<file path="config.mk">
export PLATFORM = sky130hd
export DESIGN_NAME = line_test_top
export DESIGN_NICKNAME = d
export VERILOG_FILES = /design/src/hdl/line_pkg.sv /design/src/hdl/cache_axi.sv /design/src/hdl/line_compare.sv /design/src/hdl/line_exerciser.sv /design/src/hdl/line_pattern.sv /design/src/hdl/line_test_top.sv
export SDC_FILE = /design/constraint.sdc
export NUM_CORES = 2
export LEC_CHECK = 0
export ABC_AREA = 0
export BUFFER_PORTS_ARGS = -buffer_cell sky130_fd_sc_hd__clkbuf_2
export CAP_MARGIN = 25
export CORE_AREA = 4 4 496 498
export CTS_BUF_LIST = sky130_fd_sc_hd__clkbuf_16
export DETAILED_ROUTE_END_ITERATION = 12
export DIE_AREA = 0 0 500 502
export PLACE_DENSITY = 0.6
export SYNTH_ARGS = -nofsm -noshare
export SYNTH_HDL_FRONTEND = slang
export SYNTH_SLANG_ARGS = --single-unit
</file>
<file path="constraint.sdc">
create_clock -name clk -period 138 [get_ports clk]
set_input_delay 6.9 -clock clk [delete_from_list [all_inputs] [get_ports clk]]
set_output_delay 6.9 -clock clk [all_outputs]
set_load 0.01 [all_outputs]
</file>
<file path="src/hdl/line_pkg.sv">
//##########################################################################
// cache line exerciser shared types
//##########################################################################

package line_pkg;

  localparam int LINE_BITS  = 512;
  localparam int ADDR_BITS  = 64;
  localparam int WORD_BITS  = 32;
  localparam int LINE_WORDS = LINE_BITS / WORD_BITS;
  localparam int LINE_BYTES = LINE_BITS / 8;  // address step per line

  // galois tap mask, shared with the testbench model
  localparam logic [31:0] LFSR_TAPS = 32'h8000_0057;

  typedef logic [LINE_WORDS-1:0][WORD_BITS-1:0] line_t;  // word 0 in the low bits
  typedef logic [ADDR_BITS-1:0]                 addr_t;  // byte address, low 6 bits zero

  typedef enum logic {
    OP_READ  = 1'b0,
    OP_WRITE = 1'b1
  } io_op_e;

  // exerciser to bridge, held while req is high
  typedef struct packed {
    io_op_e op;
    addr_t  addr;
    line_t  wdata;
  } line_req_t;

  // request as held on the io bus
  typedef struct packed {
    io_op_e op;
    addr_t  addr;
    line_t  wdata;
  } io_req_t;

endpackage

</file>
<file path="src/hdl/cache_axi.sv">
//##########################################################################
// line req/ack to io valid/ready bridge
//##########################################################################
`timescale 1ns/1ns

module cache_axi (
  input  logic                clk,
  input  logic                rst,
  input  logic                i_cache_axi_req,
  input  line_pkg::line_req_t i_cache_axi_line_req,
  input  logic                i_axi_io_ready,
  input  line_pkg::line_t     i_axi_io_rdata,
  output logic                o_cache_axi_ack,
  output line_pkg::line_t     o_cache_axi_rdata,
  output logic                o_axi_io_valid,
  output line_pkg::io_op_e    o_axi_io_op,
  output line_pkg::addr_t     o_axi_io_addr,
  output line_pkg::line_t     o_axi_io_wdata
);
  import line_pkg::*;

  typedef enum logic [1:0] {
    B_IDLE,
    B_BUS,
    B_ACK
  } bridge_state_e;

  bridge_state_e state_q;
  io_req_t       io_q;    // request held on the bus
  line_t         rdata_q;

  assign o_axi_io_op       = io_q.op;
  assign o_axi_io_addr     = io_q.addr;
  assign o_axi_io_wdata    = io_q.wdata;
  assign o_cache_axi_rdata = rdata_q;

  always_ff @(posedge clk) begin
    if (rst) begin
      state_q         <= B_IDLE;
      o_axi_io_valid  <= 1'b0;
      o_cache_axi_ack <= 1'b0;
    end else begin
      case (state_q)
        B_IDLE: if (i_cache_axi_req) begin
          io_q.op        <= i_cache_axi_line_req.op;
          io_q.addr      <= i_cache_axi_line_req.addr;
          io_q.wdata     <= i_cache_axi_line_req.wdata;
          o_axi_io_valid <= 1'b1;
          state_q        <= B_BUS;
        end
        B_BUS: if (i_axi_io_ready) begin  // transfer completes this cycle
          o_axi_io_valid  <= 1'b0;
          if (io_q.op == OP_READ) rdata_q <= i_axi_io_rdata;
          o_cache_axi_ack <= 1'b1;
          state_q         <= B_ACK;
        end
        B_ACK: if (!i_cache_axi_req) begin
          o_cache_axi_ack <= 1'b0;
          state_q         <= B_IDLE;
        end
        default: state_q <= B_IDLE;
      endcase
    end
  end

  // back-pressure holds the whole request
  a_io_stable: assert property (@(posedge clk) disable iff (rst)
    o_axi_io_valid && !i_axi_io_ready |=>
      o_axi_io_valid && $stable(o_axi_io_op) && $stable(o_axi_io_addr)
      && $stable(o_axi_io_wdata));

  a_addr_align: assert property (@(posedge clk) disable iff (rst)
    i_cache_axi_req |-> i_cache_axi_line_req.addr[5:0] == 6'd0);

endmodule

</file>
<file path="src/hdl/line_compare.sv">
//##########################################################################
// read-back line checker
//##########################################################################
`timescale 1ns/1ns

module line_compare (
  input  logic            clk,
  input  logic            rst,
  input  logic            i_start,
  input  logic            i_valid,
  input  line_pkg::line_t i_wdata,
  input  line_pkg::line_t i_rdata,
  input  line_pkg::addr_t i_addr,
  output logic [15:0]     o_error_count,
  output line_pkg::addr_t o_first_err_addr
);

  logic seen_err_q;  // first mismatch of the run already recorded
  logic mismatch;

  assign mismatch = i_valid && (i_wdata != i_rdata);

  always_ff @(posedge clk) begin
    if (rst) begin
      o_error_count    <= '0;
      o_first_err_addr <= '0;
      seen_err_q       <= 1'b0;
    end else if (i_start) begin
      // new run
      o_error_count    <= '0;
      o_first_err_addr <= '0;
      seen_err_q       <= 1'b0;
    end else if (mismatch) begin
      if (o_error_count != 16'hffff) begin
        o_error_count <= o_error_count + 16'd1;  // saturates
      end
      if (!seen_err_q) begin
        o_first_err_addr <= i_addr;
        seen_err_q       <= 1'b1;
      end
    end
  end

endmodule

</file>
<file path="src/hdl/line_exerciser.sv">
//##########################################################################
// line write/read-back sequencer
//##########################################################################
`timescale 1ns/1ns

module line_exerciser #(
  parameter int IDLE_GAP = 16
) (
  input  logic                clk,
  input  logic                rst,
  input  logic                i_start,
  input  line_pkg::addr_t     i_base_addr,
  input  logic [15:0]         i_line_count,
  input  logic                i_pat_ack,
  input  line_pkg::line_t     i_pat_line,
  input  logic                i_axi_ack,
  input  line_pkg::line_t     i_axi_rdata,
  output logic                o_busy,
  output logic                o_done,
  output logic [15:0]         o_lines_done,
  output logic                o_pat_req,
  output logic [15:0]         o_pat_index,
  output logic                o_axi_req,
  output line_pkg::line_req_t o_axi_line_req,
  output logic                o_cmp_valid,
  output line_pkg::line_t     o_cmp_wdata,
  output line_pkg::line_t     o_cmp_rdata,
  output line_pkg::addr_t     o_cmp_addr
);
  import line_pkg::*;

  localparam int GAP_W = $clog2(IDLE_GAP + 2);

  typedef enum logic [3:0] {
    S_IDLE,
    S_PAT,
    S_PAT_REL,
    S_GAP,
    S_BUS,
    S_BUS_REL,
    S_CMP,
    S_END
  } ex_state_e;

  ex_state_e        state_q;
  logic [GAP_W-1:0] gap_q;
  io_op_e           op_q;
  addr_t            addr_q;
  logic [15:0]      index_q;
  logic [15:0]      count_q;
  logic [15:0]      lines_q;
  line_t            wdata_q;
  line_t            rdata_q;

  assign o_busy       = (state_q != S_IDLE);
  assign o_done       = (state_q == S_END);
  assign o_cmp_valid  = (state_q == S_CMP);  // single cycle, addr_q not yet stepped
  assign o_lines_done = lines_q;
  assign o_pat_index  = index_q;
  assign o_cmp_wdata  = wdata_q;
  assign o_cmp_rdata  = rdata_q;
  assign o_cmp_addr   = addr_q;

  assign o_axi_line_req = '{op: op_q, addr: addr_q, wdata: wdata_q};

  always_ff @(posedge clk) begin
    if (rst) begin
      state_q   <= S_IDLE;
      gap_q     <= '0;
      op_q      <= OP_WRITE;
      addr_q    <= '0;
      index_q   <= '0;
      count_q   <= '0;
      lines_q   <= '0;
      o_pat_req <= 1'b0;
      o_axi_req <= 1'b0;
    end else begin
      case (state_q)
        S_IDLE: if (i_start) begin
          addr_q  <= i_base_addr;
          index_q <= '0;
          count_q <= i_line_count;
          lines_q <= '0;
          state_q <= (i_line_count == 16'd0) ? S_END : S_PAT;
        end
        S_PAT: begin
          if (o_pat_req && i_pat_ack) begin
            o_pat_req <= 1'b0;
            wdata_q   <= i_pat_line;
            state_q   <= S_PAT_REL;
          end else if (!i_pat_ack) begin
            o_pat_req <= 1'b1;
          end
        end
        S_PAT_REL: if (!i_pat_ack) begin
          op_q    <= OP_WRITE;
          gap_q   <= GAP_W'(IDLE_GAP);
          state_q <= S_GAP;
        end
        S_GAP: begin
          // wait out the gap, then raise the bus request
          if (gap_q == '0) begin
            o_axi_req <= 1'b1;
            state_q   <= S_BUS;
          end else begin
            gap_q <= gap_q - 1'b1;
          end
        end
        S_BUS: if (i_axi_ack) begin
          o_axi_req <= 1'b0;
          if (op_q == OP_READ) rdata_q <= i_axi_rdata;
          state_q <= S_BUS_REL;
        end
        S_BUS_REL: if (!i_axi_ack) begin
          if (op_q == OP_WRITE) begin  // now read the same line back
            op_q    <= OP_READ;
            gap_q   <= GAP_W'(IDLE_GAP);
            state_q <= S_GAP;
          end else begin
            state_q <= S_CMP;
          end
        end
        S_CMP: begin
          lines_q <= lines_q + 16'd1;
          index_q <= index_q + 16'd1;
          addr_q  <= addr_q + addr_t'(LINE_BYTES);
          op_q    <= OP_WRITE;
          state_q <= (lines_q + 16'd1 == count_q) ? S_END : S_PAT;
        end
        S_END:   state_q <= S_IDLE;
        default: state_q <= S_IDLE;
      endcase
    end
  end

  // four-phase rule toward the bridge
  a_req_hold: assert property (@(posedge clk) disable iff (rst)
    $fell(o_axi_req) |-> $past(i_axi_ack));

endmodule

</file>
<file path="src/hdl/line_pattern.sv">
//##########################################################################
// lfsr line pattern generator
//##########################################################################
`timescale 1ns/1ns

module line_pattern #(
  parameter logic [31:0] PATTERN_SEED = 32'h1357_9bdf
) (
  input  logic            clk,
  input  logic            rst,
  input  logic            i_req,
  input  logic [15:0]     i_index,
  output logic            o_ack,
  output line_pkg::line_t o_line
);
  import line_pkg::*;

  typedef enum logic [1:0] {
    P_IDLE,
    P_RUN,
    P_ACK
  } pat_state_e;

  pat_state_e  state_q;
  logic [3:0]  word_q;
  logic [31:0] lfsr_q;
  logic [31:0] lfsr_next;

  // one galois step, shift right and fold the taps on a carry out
  function automatic logic [31:0] lfsr_step(input logic [31:0] s);
    logic [31:0] n;
    n = s >> 1;
    if (s[0]) n = n ^ LFSR_TAPS;
    return n;
  endfunction

  assign lfsr_next = lfsr_step(lfsr_q);

  always_ff @(posedge clk) begin
    if (rst) begin
      state_q <= P_IDLE;
      word_q  <= '0;
      o_ack   <= 1'b0;
    end else begin
      case (state_q)
        P_IDLE: if (i_req) begin
          lfsr_q  <= PATTERN_SEED ^ {16'h0000, i_index};  // seed per line
          word_q  <= '0;
          state_q <= P_RUN;
        end
        P_RUN: begin
          o_line[word_q] <= lfsr_next;
          lfsr_q         <= lfsr_next;
          word_q         <= word_q + 4'd1;
          if (word_q == 4'd15) begin  // last word lands now
            o_ack   <= 1'b1;
            state_q <= P_ACK;
          end
        end
        P_ACK: if (!i_req) begin
          o_ack   <= 1'b0;
          state_q <= P_IDLE;
        end
        default: state_q <= P_IDLE;
      endcase
    end
  end

endmodule

</file>
<file path="src/hdl/line_test_top.sv">
//##########################################################################
// cache line bus exerciser top
//##########################################################################
`timescale 1ns/1ns

module line_test_top #(
  parameter int          IDLE_GAP     = 16,
  parameter logic [31:0] PATTERN_SEED = 32'h1357_9bdf
) (
  input  logic             clk,
  input  logic             rst,
  input  logic             i_start,
  input  line_pkg::addr_t  i_base_addr,
  input  logic [15:0]      i_line_count,
  input  logic             i_axi_io_ready,
  input  line_pkg::line_t  i_axi_io_rdata,
  output logic             o_busy,
  output logic             o_done,
  output logic [15:0]      o_lines_done,
  output logic [15:0]      o_error_count,
  output line_pkg::addr_t  o_first_err_addr,
  output logic             o_axi_io_valid,
  output line_pkg::io_op_e o_axi_io_op,
  output line_pkg::addr_t  o_axi_io_addr,
  output line_pkg::line_t  o_axi_io_wdata
);
  import line_pkg::*;

  logic        pat_req;
  logic        pat_ack;
  logic [15:0] pat_index;
  line_t       pat_line;
  logic        axi_req;
  logic        axi_ack;
  line_req_t   axi_line_req;
  line_t       axi_rdata;
  logic        cmp_valid;
  line_t       cmp_wdata;
  line_t       cmp_rdata;
  addr_t       cmp_addr;

  line_exerciser #(
    .IDLE_GAP (IDLE_GAP)
  ) u_exerciser (
    .clk            (clk),
    .rst            (rst),
    .i_start        (i_start),
    .i_base_addr    (i_base_addr),
    .i_line_count   (i_line_count),
    .i_pat_ack      (pat_ack),
    .i_pat_line     (pat_line),
    .i_axi_ack      (axi_ack),
    .i_axi_rdata    (axi_rdata),
    .o_busy         (o_busy),
    .o_done         (o_done),
    .o_lines_done   (o_lines_done),
    .o_pat_req      (pat_req),
    .o_pat_index    (pat_index),
    .o_axi_req      (axi_req),
    .o_axi_line_req (axi_line_req),
    .o_cmp_valid    (cmp_valid),
    .o_cmp_wdata    (cmp_wdata),
    .o_cmp_rdata    (cmp_rdata),
    .o_cmp_addr     (cmp_addr)
  );

  line_pattern #(
    .PATTERN_SEED (PATTERN_SEED)
  ) u_pattern (
    .clk     (clk),
    .rst     (rst),
    .i_req   (pat_req),
    .i_index (pat_index),
    .o_ack   (pat_ack),
    .o_line  (pat_line)
  );

  cache_axi u_cache_axi (
    .clk                  (clk),
    .rst                  (rst),
    .i_cache_axi_req      (axi_req),
    .i_cache_axi_line_req (axi_line_req),
    .i_axi_io_ready       (i_axi_io_ready),
    .i_axi_io_rdata       (i_axi_io_rdata),
    .o_cache_axi_ack      (axi_ack),
    .o_cache_axi_rdata    (axi_rdata),
    .o_axi_io_valid       (o_axi_io_valid),
    .o_axi_io_op          (o_axi_io_op),
    .o_axi_io_addr        (o_axi_io_addr),
    .o_axi_io_wdata       (o_axi_io_wdata)
  );

  line_compare u_compare (
    .clk              (clk),
    .rst              (rst),
    .i_start          (i_start && !o_busy),  // only a start the exerciser accepts
    .i_valid          (cmp_valid),
    .i_wdata          (cmp_wdata),
    .i_rdata          (cmp_rdata),
    .i_addr           (cmp_addr),
    .o_error_count    (o_error_count),
    .o_first_err_addr (o_first_err_addr)
  );

endmodule

</file>
# Word-level counts from Yosys, hierarchy flattened
# Index checks and enable logic that the tools add are counted.
# word_totals
register_bits	2873
latch_bits	0
ramBits	0
rom_bits	0
input_bits	596
out_inout_bits	676
word_cells	238
memories	0
# op_classes
n_addsub	6
n_mul	0
div_mod_pow	0
magnitude_cmp	2
eq_ne	30
n_shift	0
muxes	52
bitwise_logic	6
reduce_logical	41
# ops
op	count
$bwmux W512	1
$ne A512 B512 Y1	1
$demux W32 S4	1
$pmux W64 S2	1
$mux W32	3
$add A64 B7 Y64 const B	1
$mux W64	1
$pmux W16 S2	2
$pmux W32 S2	1
$add A16 B1 Y16 const B	3
$reduce_and A3 Y1	10
$mux W4	7
$pmux W4 S7	1
$mux W5	4
$ne A2 B2 Y1 const B	10
$not A12 Y20	1
$eq A16 B16 Y1	1
$eq A4 B3 Y1 const B	4
$logic_not A16 Y1	1
$mux W16	1
$ne A16 B16 Y1 const B	1
$pmux W5 S3	1
$reduce_and A2 Y1	7
$mux W2	6
30 further kinds	67

# Logic depth before layout (Yosys ltp)
# logic_depth
depth_word	5
mapped_depth	11

# Cells and area by module
# Synthesis repeated with hierarchy kept, for this count alone.
# hier_totals
cells_unflattened	5290
hier_area_um2	100651.5
# by_module_without_submodules
module	instances	cells_each	area_each_um2
line_exerciser	1	2510	41890.2
cache_axi	1	1108	32894.0
line_pattern	1	673	17151.4
line_compare	1	998	8702.1
line_test_top	1	1	13.8

# Worst setup path after synthesis
# OpenSTA, ideal clock, no wires.
# synth_path
kind	in2reg
start	in rst
end	reg u_cache_axi.io_q, in the netlist u_cache_axi.o_axi_io_addr[0] (enable)
setup_ns	3.127
arrival_time_ns	65.762
t_required_ns	134.873
setup_slack_ns	69.111
stages	3
n_path_buf	2
cell_sequence	clkbuf_1 > clkbuf_1 > nor4b_1
# synth_between
elab_chain_len	2
# synth_lines
element	line	source
from (decl)	line_test_top.sv:11	input logic rst,
$not A1 Y1 (no source line)	--	
$reduce_and A3 Y1 (no source line)	--	
to (decl)	cache_axi.sv:29	io_req_t io_q;
# Every way passes these cells.
# A chain may end at the register's enable or synchronous reset.

# Final worst setup path
# layout_path
start	in rst
end	reg u_exerciser.wdata_q, in the netlist u_exerciser.o_axi_line_req[173] (enable)
# layout_between
elab_chain_len	2
# layout_lines
element	line	source
$not A1 Y1 (no source line)	--	
$reduce_and A3 Y1 (no source line)	--	
to (signal assigned)	line_exerciser.sv:89	wdata_q <= i_pat_line;
to (decl)	line_exerciser.sv:52	line_t wdata_q;
# Every way passes these cells.

==> results.cfg <==
[clock_tree]
cts_root_buf = clkbuf_16
post_cts_resized = 0
insertion_delay_ns = 0.95
tritoncts = yes
clockBufferDepth = 4
path_clk_slew_ns = 0.06
numCtsBuffers = 310
ctsHoldBuffers = 0
cts_max_level = 5
post_cts_buffers = 0
cts_sinks = 2872

[yosys]
syn_inst = 4813
yosysSeqAreaShare = 0.875
synth_edf_count = 2657
ys.flop_type = edfxtp_1
synth_warnings = 0
synth_fp_nets = 5419
ys_types = 57
syn-cell-area_um2 = 96200
synth-seq-cells = 2872
async_flop_share = 0
syn_area_per_cell_um2 = 20.0

[hold_path]
hold_class = flip-flop to flip-flop
min_from = u_pattern.o_line[256]

[worst_setup_path]
r2r-end = u_exerciser.o_axi_line_req[173]
rr_worst_depth = 7
worstSetupStartpoint = rst
cp_common_cell = buf_4
worst_setup_path_end_kind = flip-flop
ff2ff_setup_slack_ns = 132.33
crit_type = input pin to flip-flop
max_stage_delay_ns = 0.89
crit_arrival_ns = 11.59
path_cells = buf_4, inv_1, and4_4, buf_4, buf_4, buf_4, buf_4
required_ns = 138.49
worstSetupEndpoint = u_exerciser.o_axi_line_req[173]
rr_startpoint = u_exerciser.state_q[0]
critPathLaunchType = input pin
cp_max_fo = 76
cp_slowest_cell = buf_4

[layout]
fin_util = 0.483
fin_nets = 7004
num-fill-cells = 20101
layout_commonest_cell = edfxtp_1
syn_to_final_growth_pct = 21.5
final_cell_mix = edfxtp_1, clkbuf_2, xnor2_1
drive_above_1_share = 0.281

[drt]
drt_iter0_drc = 6008
wl_um = 313000
drc = 0
firstDrtPassIters = 6
vias_per_cell = 5.17
routedWlPerCell_um = 31.8
ant_nets = 0
via_count = 50823

[power_and_ir_drop]
vdd_drop_max_uv = 10.6
power_leakage_nw = 39.3
p_per_area_nw_per_um2 = 15.2

[timing]
fin_crit_ns = 11.10
slew_viol_final = 13
worstMarginPinSlew_ns = 1.50
clock_skew_ns = 0.113
grt_setup_unrepaired = false
setup-violations-final = 0
fin_tns_setup_ns = 0
worst_slack_ns = 126.90
fin_crit_sh = 0.0804
report.final.hold_viol_count = 0
max_slew_margin = -0.00142
fmax_mhz = 90.1

[grt]
grt.overflow.total = 0
grt_use_total = 0.243
grt_max_degree = 152
grt_pass1_wl_um = 415000
grt_pass1_vias = 50151
antenna_found_initial = 67

[floorplan]
core-area_um2 = 242000
num_rows = 181
start_util = 0.397
die_y_um = 502
ios = 1272
fp.dieW_um = 500
dieArea_um2 = 251000

[run_status]
violations = max-slew violations
status = finished with violations

[placed_design]
dp_hpwl_um = 226000
preCtsSetupSlack_ns = 125.86
place.gp.congestion = 0.904
port_buffers = 1271

[run]
maxCapViolations = 0
-- kinds of logic (layout without fill, tap and decap cells) --
| group | count (synthesis) | count (layout) | share of synthesized area |
|---|---|---|---|
| buffers and inverters | 132 | 1924 | 0.00526 |
| and+or+nand+nor | 884 | 884 | 0.0467 |
| other | 0 | 23 | 0 |
| DFF | 2872 | 2872 | 0.875 |
| xor gates and xnor gates | 541 | 541 | 0.0493 |
| muxes | 9 | 9 | 0.000989 |
| adders and majority gates | 10 | 10 | 0.00130 |
| AOI/OAI and AO/OA | 365 | 365 | 0.0219 |
-- cell type report --
class | instances | area (um2) | area share
antenna | 23 | 57.6 | 0.000493
clock buffer | 315 | 7880 | 0.0675
clock inverter | 204 | 1490 | 0.0128
inverter | 22 | 82.6 | 0.000707
multi-input combinational | 1809 | 11900 | 0.101
sequential | 2872 | 84100 | 0.720
tap | 3202 | 4010 | 0.0343
timing repair buffer | 1383 | 7380 | 0.0632
-- worst min-delay path by stage --
| stage | slack, ns | cells after the start | to |
|---|---|---|---|
| after detailed placement | 0.40 | 0 | u_exerciser.o_axi_line_req[14] |
| after global placement | 0.40 | 0 | u_exerciser.o_axi_line_req[91] |
| after floorplan | 0.40 | 0 | u_exerciser.o_axi_line_req[0] |
| after CTS | 0.32 | 0 | u_exerciser.o_axi_line_req[149] |
| after global routing | 0.31 | 0 | u_exerciser.o_axi_line_req[149] |
| final | 0.31 | 0 | u_exerciser.o_axi_line_req[256] |
-- synthesized netlist by cell type (6+ instances only) --
cell type | n | share of area
edfxtp_1 | 2657 | 0.83
a211oi_1 | 6 | 0.00047
o21ai_0 | 127 | 0.0066
nand3_1 | 129 | 0.0067
nand2_1 | 236 | 0.0092
o31ai_1 | 6 | 0.00047
or4_1 | 17 | 0.0013
dfxtp_1 | 215 | 0.045
nor3b_1 | 7 | 0.00055
a31oi_1 | 28 | 0.0018
nand4_1 | 153 | 0.010
buf_1 | 14 | 0.00055
buf_2 | 8 | 0.00042
and4_1 | 10 | 0.00091
and2_1 | 17 | 0.0011
a221oi_1 | 9 | 0.00082
clkbuf_1 | 88 | 0.0034
nor3_1 | 37 | 0.0019
o21a_1 | 6 | 0.00047
a22oi_1 | 16 | 0.0012
nor4_1 | 53 | 0.0034
a21oi_1 | 131 | 0.0068
nor2_1 | 147 | 0.0057
xnor2_1 | 529 | 0.048
or3_1 | 14 | 0.00091
inv_1 | 22 | 0.00086
xor2_1 | 12 | 0.0011
ha_1 | 10 | 0.0013
and3_1 | 32 | 0.0021
or2_2 | 13 | 0.00085
o211ai_1 | 10 | 0.00078
-- registers in the layout, summed over array words and instances (netlist names), 2 cells and up --
name / cells
u_pattern.o_line: 512
u_cache_axi.o_axi_io_addr: 64
u_exerciser.o_cmp_addr: 64
u_pattern.lfsr_q: 32
u_exerciser.o_lines_done: 16
u_cache_axi.state_q: 2
u_compare.o_error_count: 16
u_exerciser.gap_q: 5
u_pattern.word_q: 4
u_cache_axi.o_axi_io_wdata: 512
u_exerciser.count_q: 16
u_exerciser.o_pat_index: 16
u_compare.o_first_err_addr: 64
u_pattern.state_q: 2
u_exerciser.o_axi_line_req: 512
u_exerciser.state_q: 3
u_cache_axi.o_cache_axi_rdata: 512
u_exerciser.o_cmp_rdata: 512
-- stage by stage --
stage / power, W / std cells / hold WS (ns) / area, um2
detailed placement: 0.00101 / 9283 / 0.405 / 107000
global placement: 0.00101 / 9278 / 0.400 / 107000
floorplan: 0.000984 / 4813 / 0.400 / 96200
CTS: 0.00178 / 9802 / 0.317 / 117000
global route: 0.00182 / 9816 / 0.314 / 117000
finish: 0.00177 / 9830 / 0.313 / 117000
-- power breakdown --
group          switching [W]  leakage (nW)  internal [W]
clock network       0.000329          4.79      0.000449
registers         0.00000746          25.6      0.000948
logic              0.0000255          8.95     0.0000119
-- layer usage --
metal  share of wire  wire [um]  global-route usage
met3           0.097      30400              0.0722
met4           0.033      10200              0.0782
met5          0.0011        350                   0
met1            0.37     116000               0.298
met2            0.50     156000               0.413
-- worst max-delay path: cells and delay by family --
kind	cells	cell delay (ns)
buffers and inverters	6	3.73
and+or+nand+nor	1	0.76
Note: power is estimated with default switching activity, not from simulation.
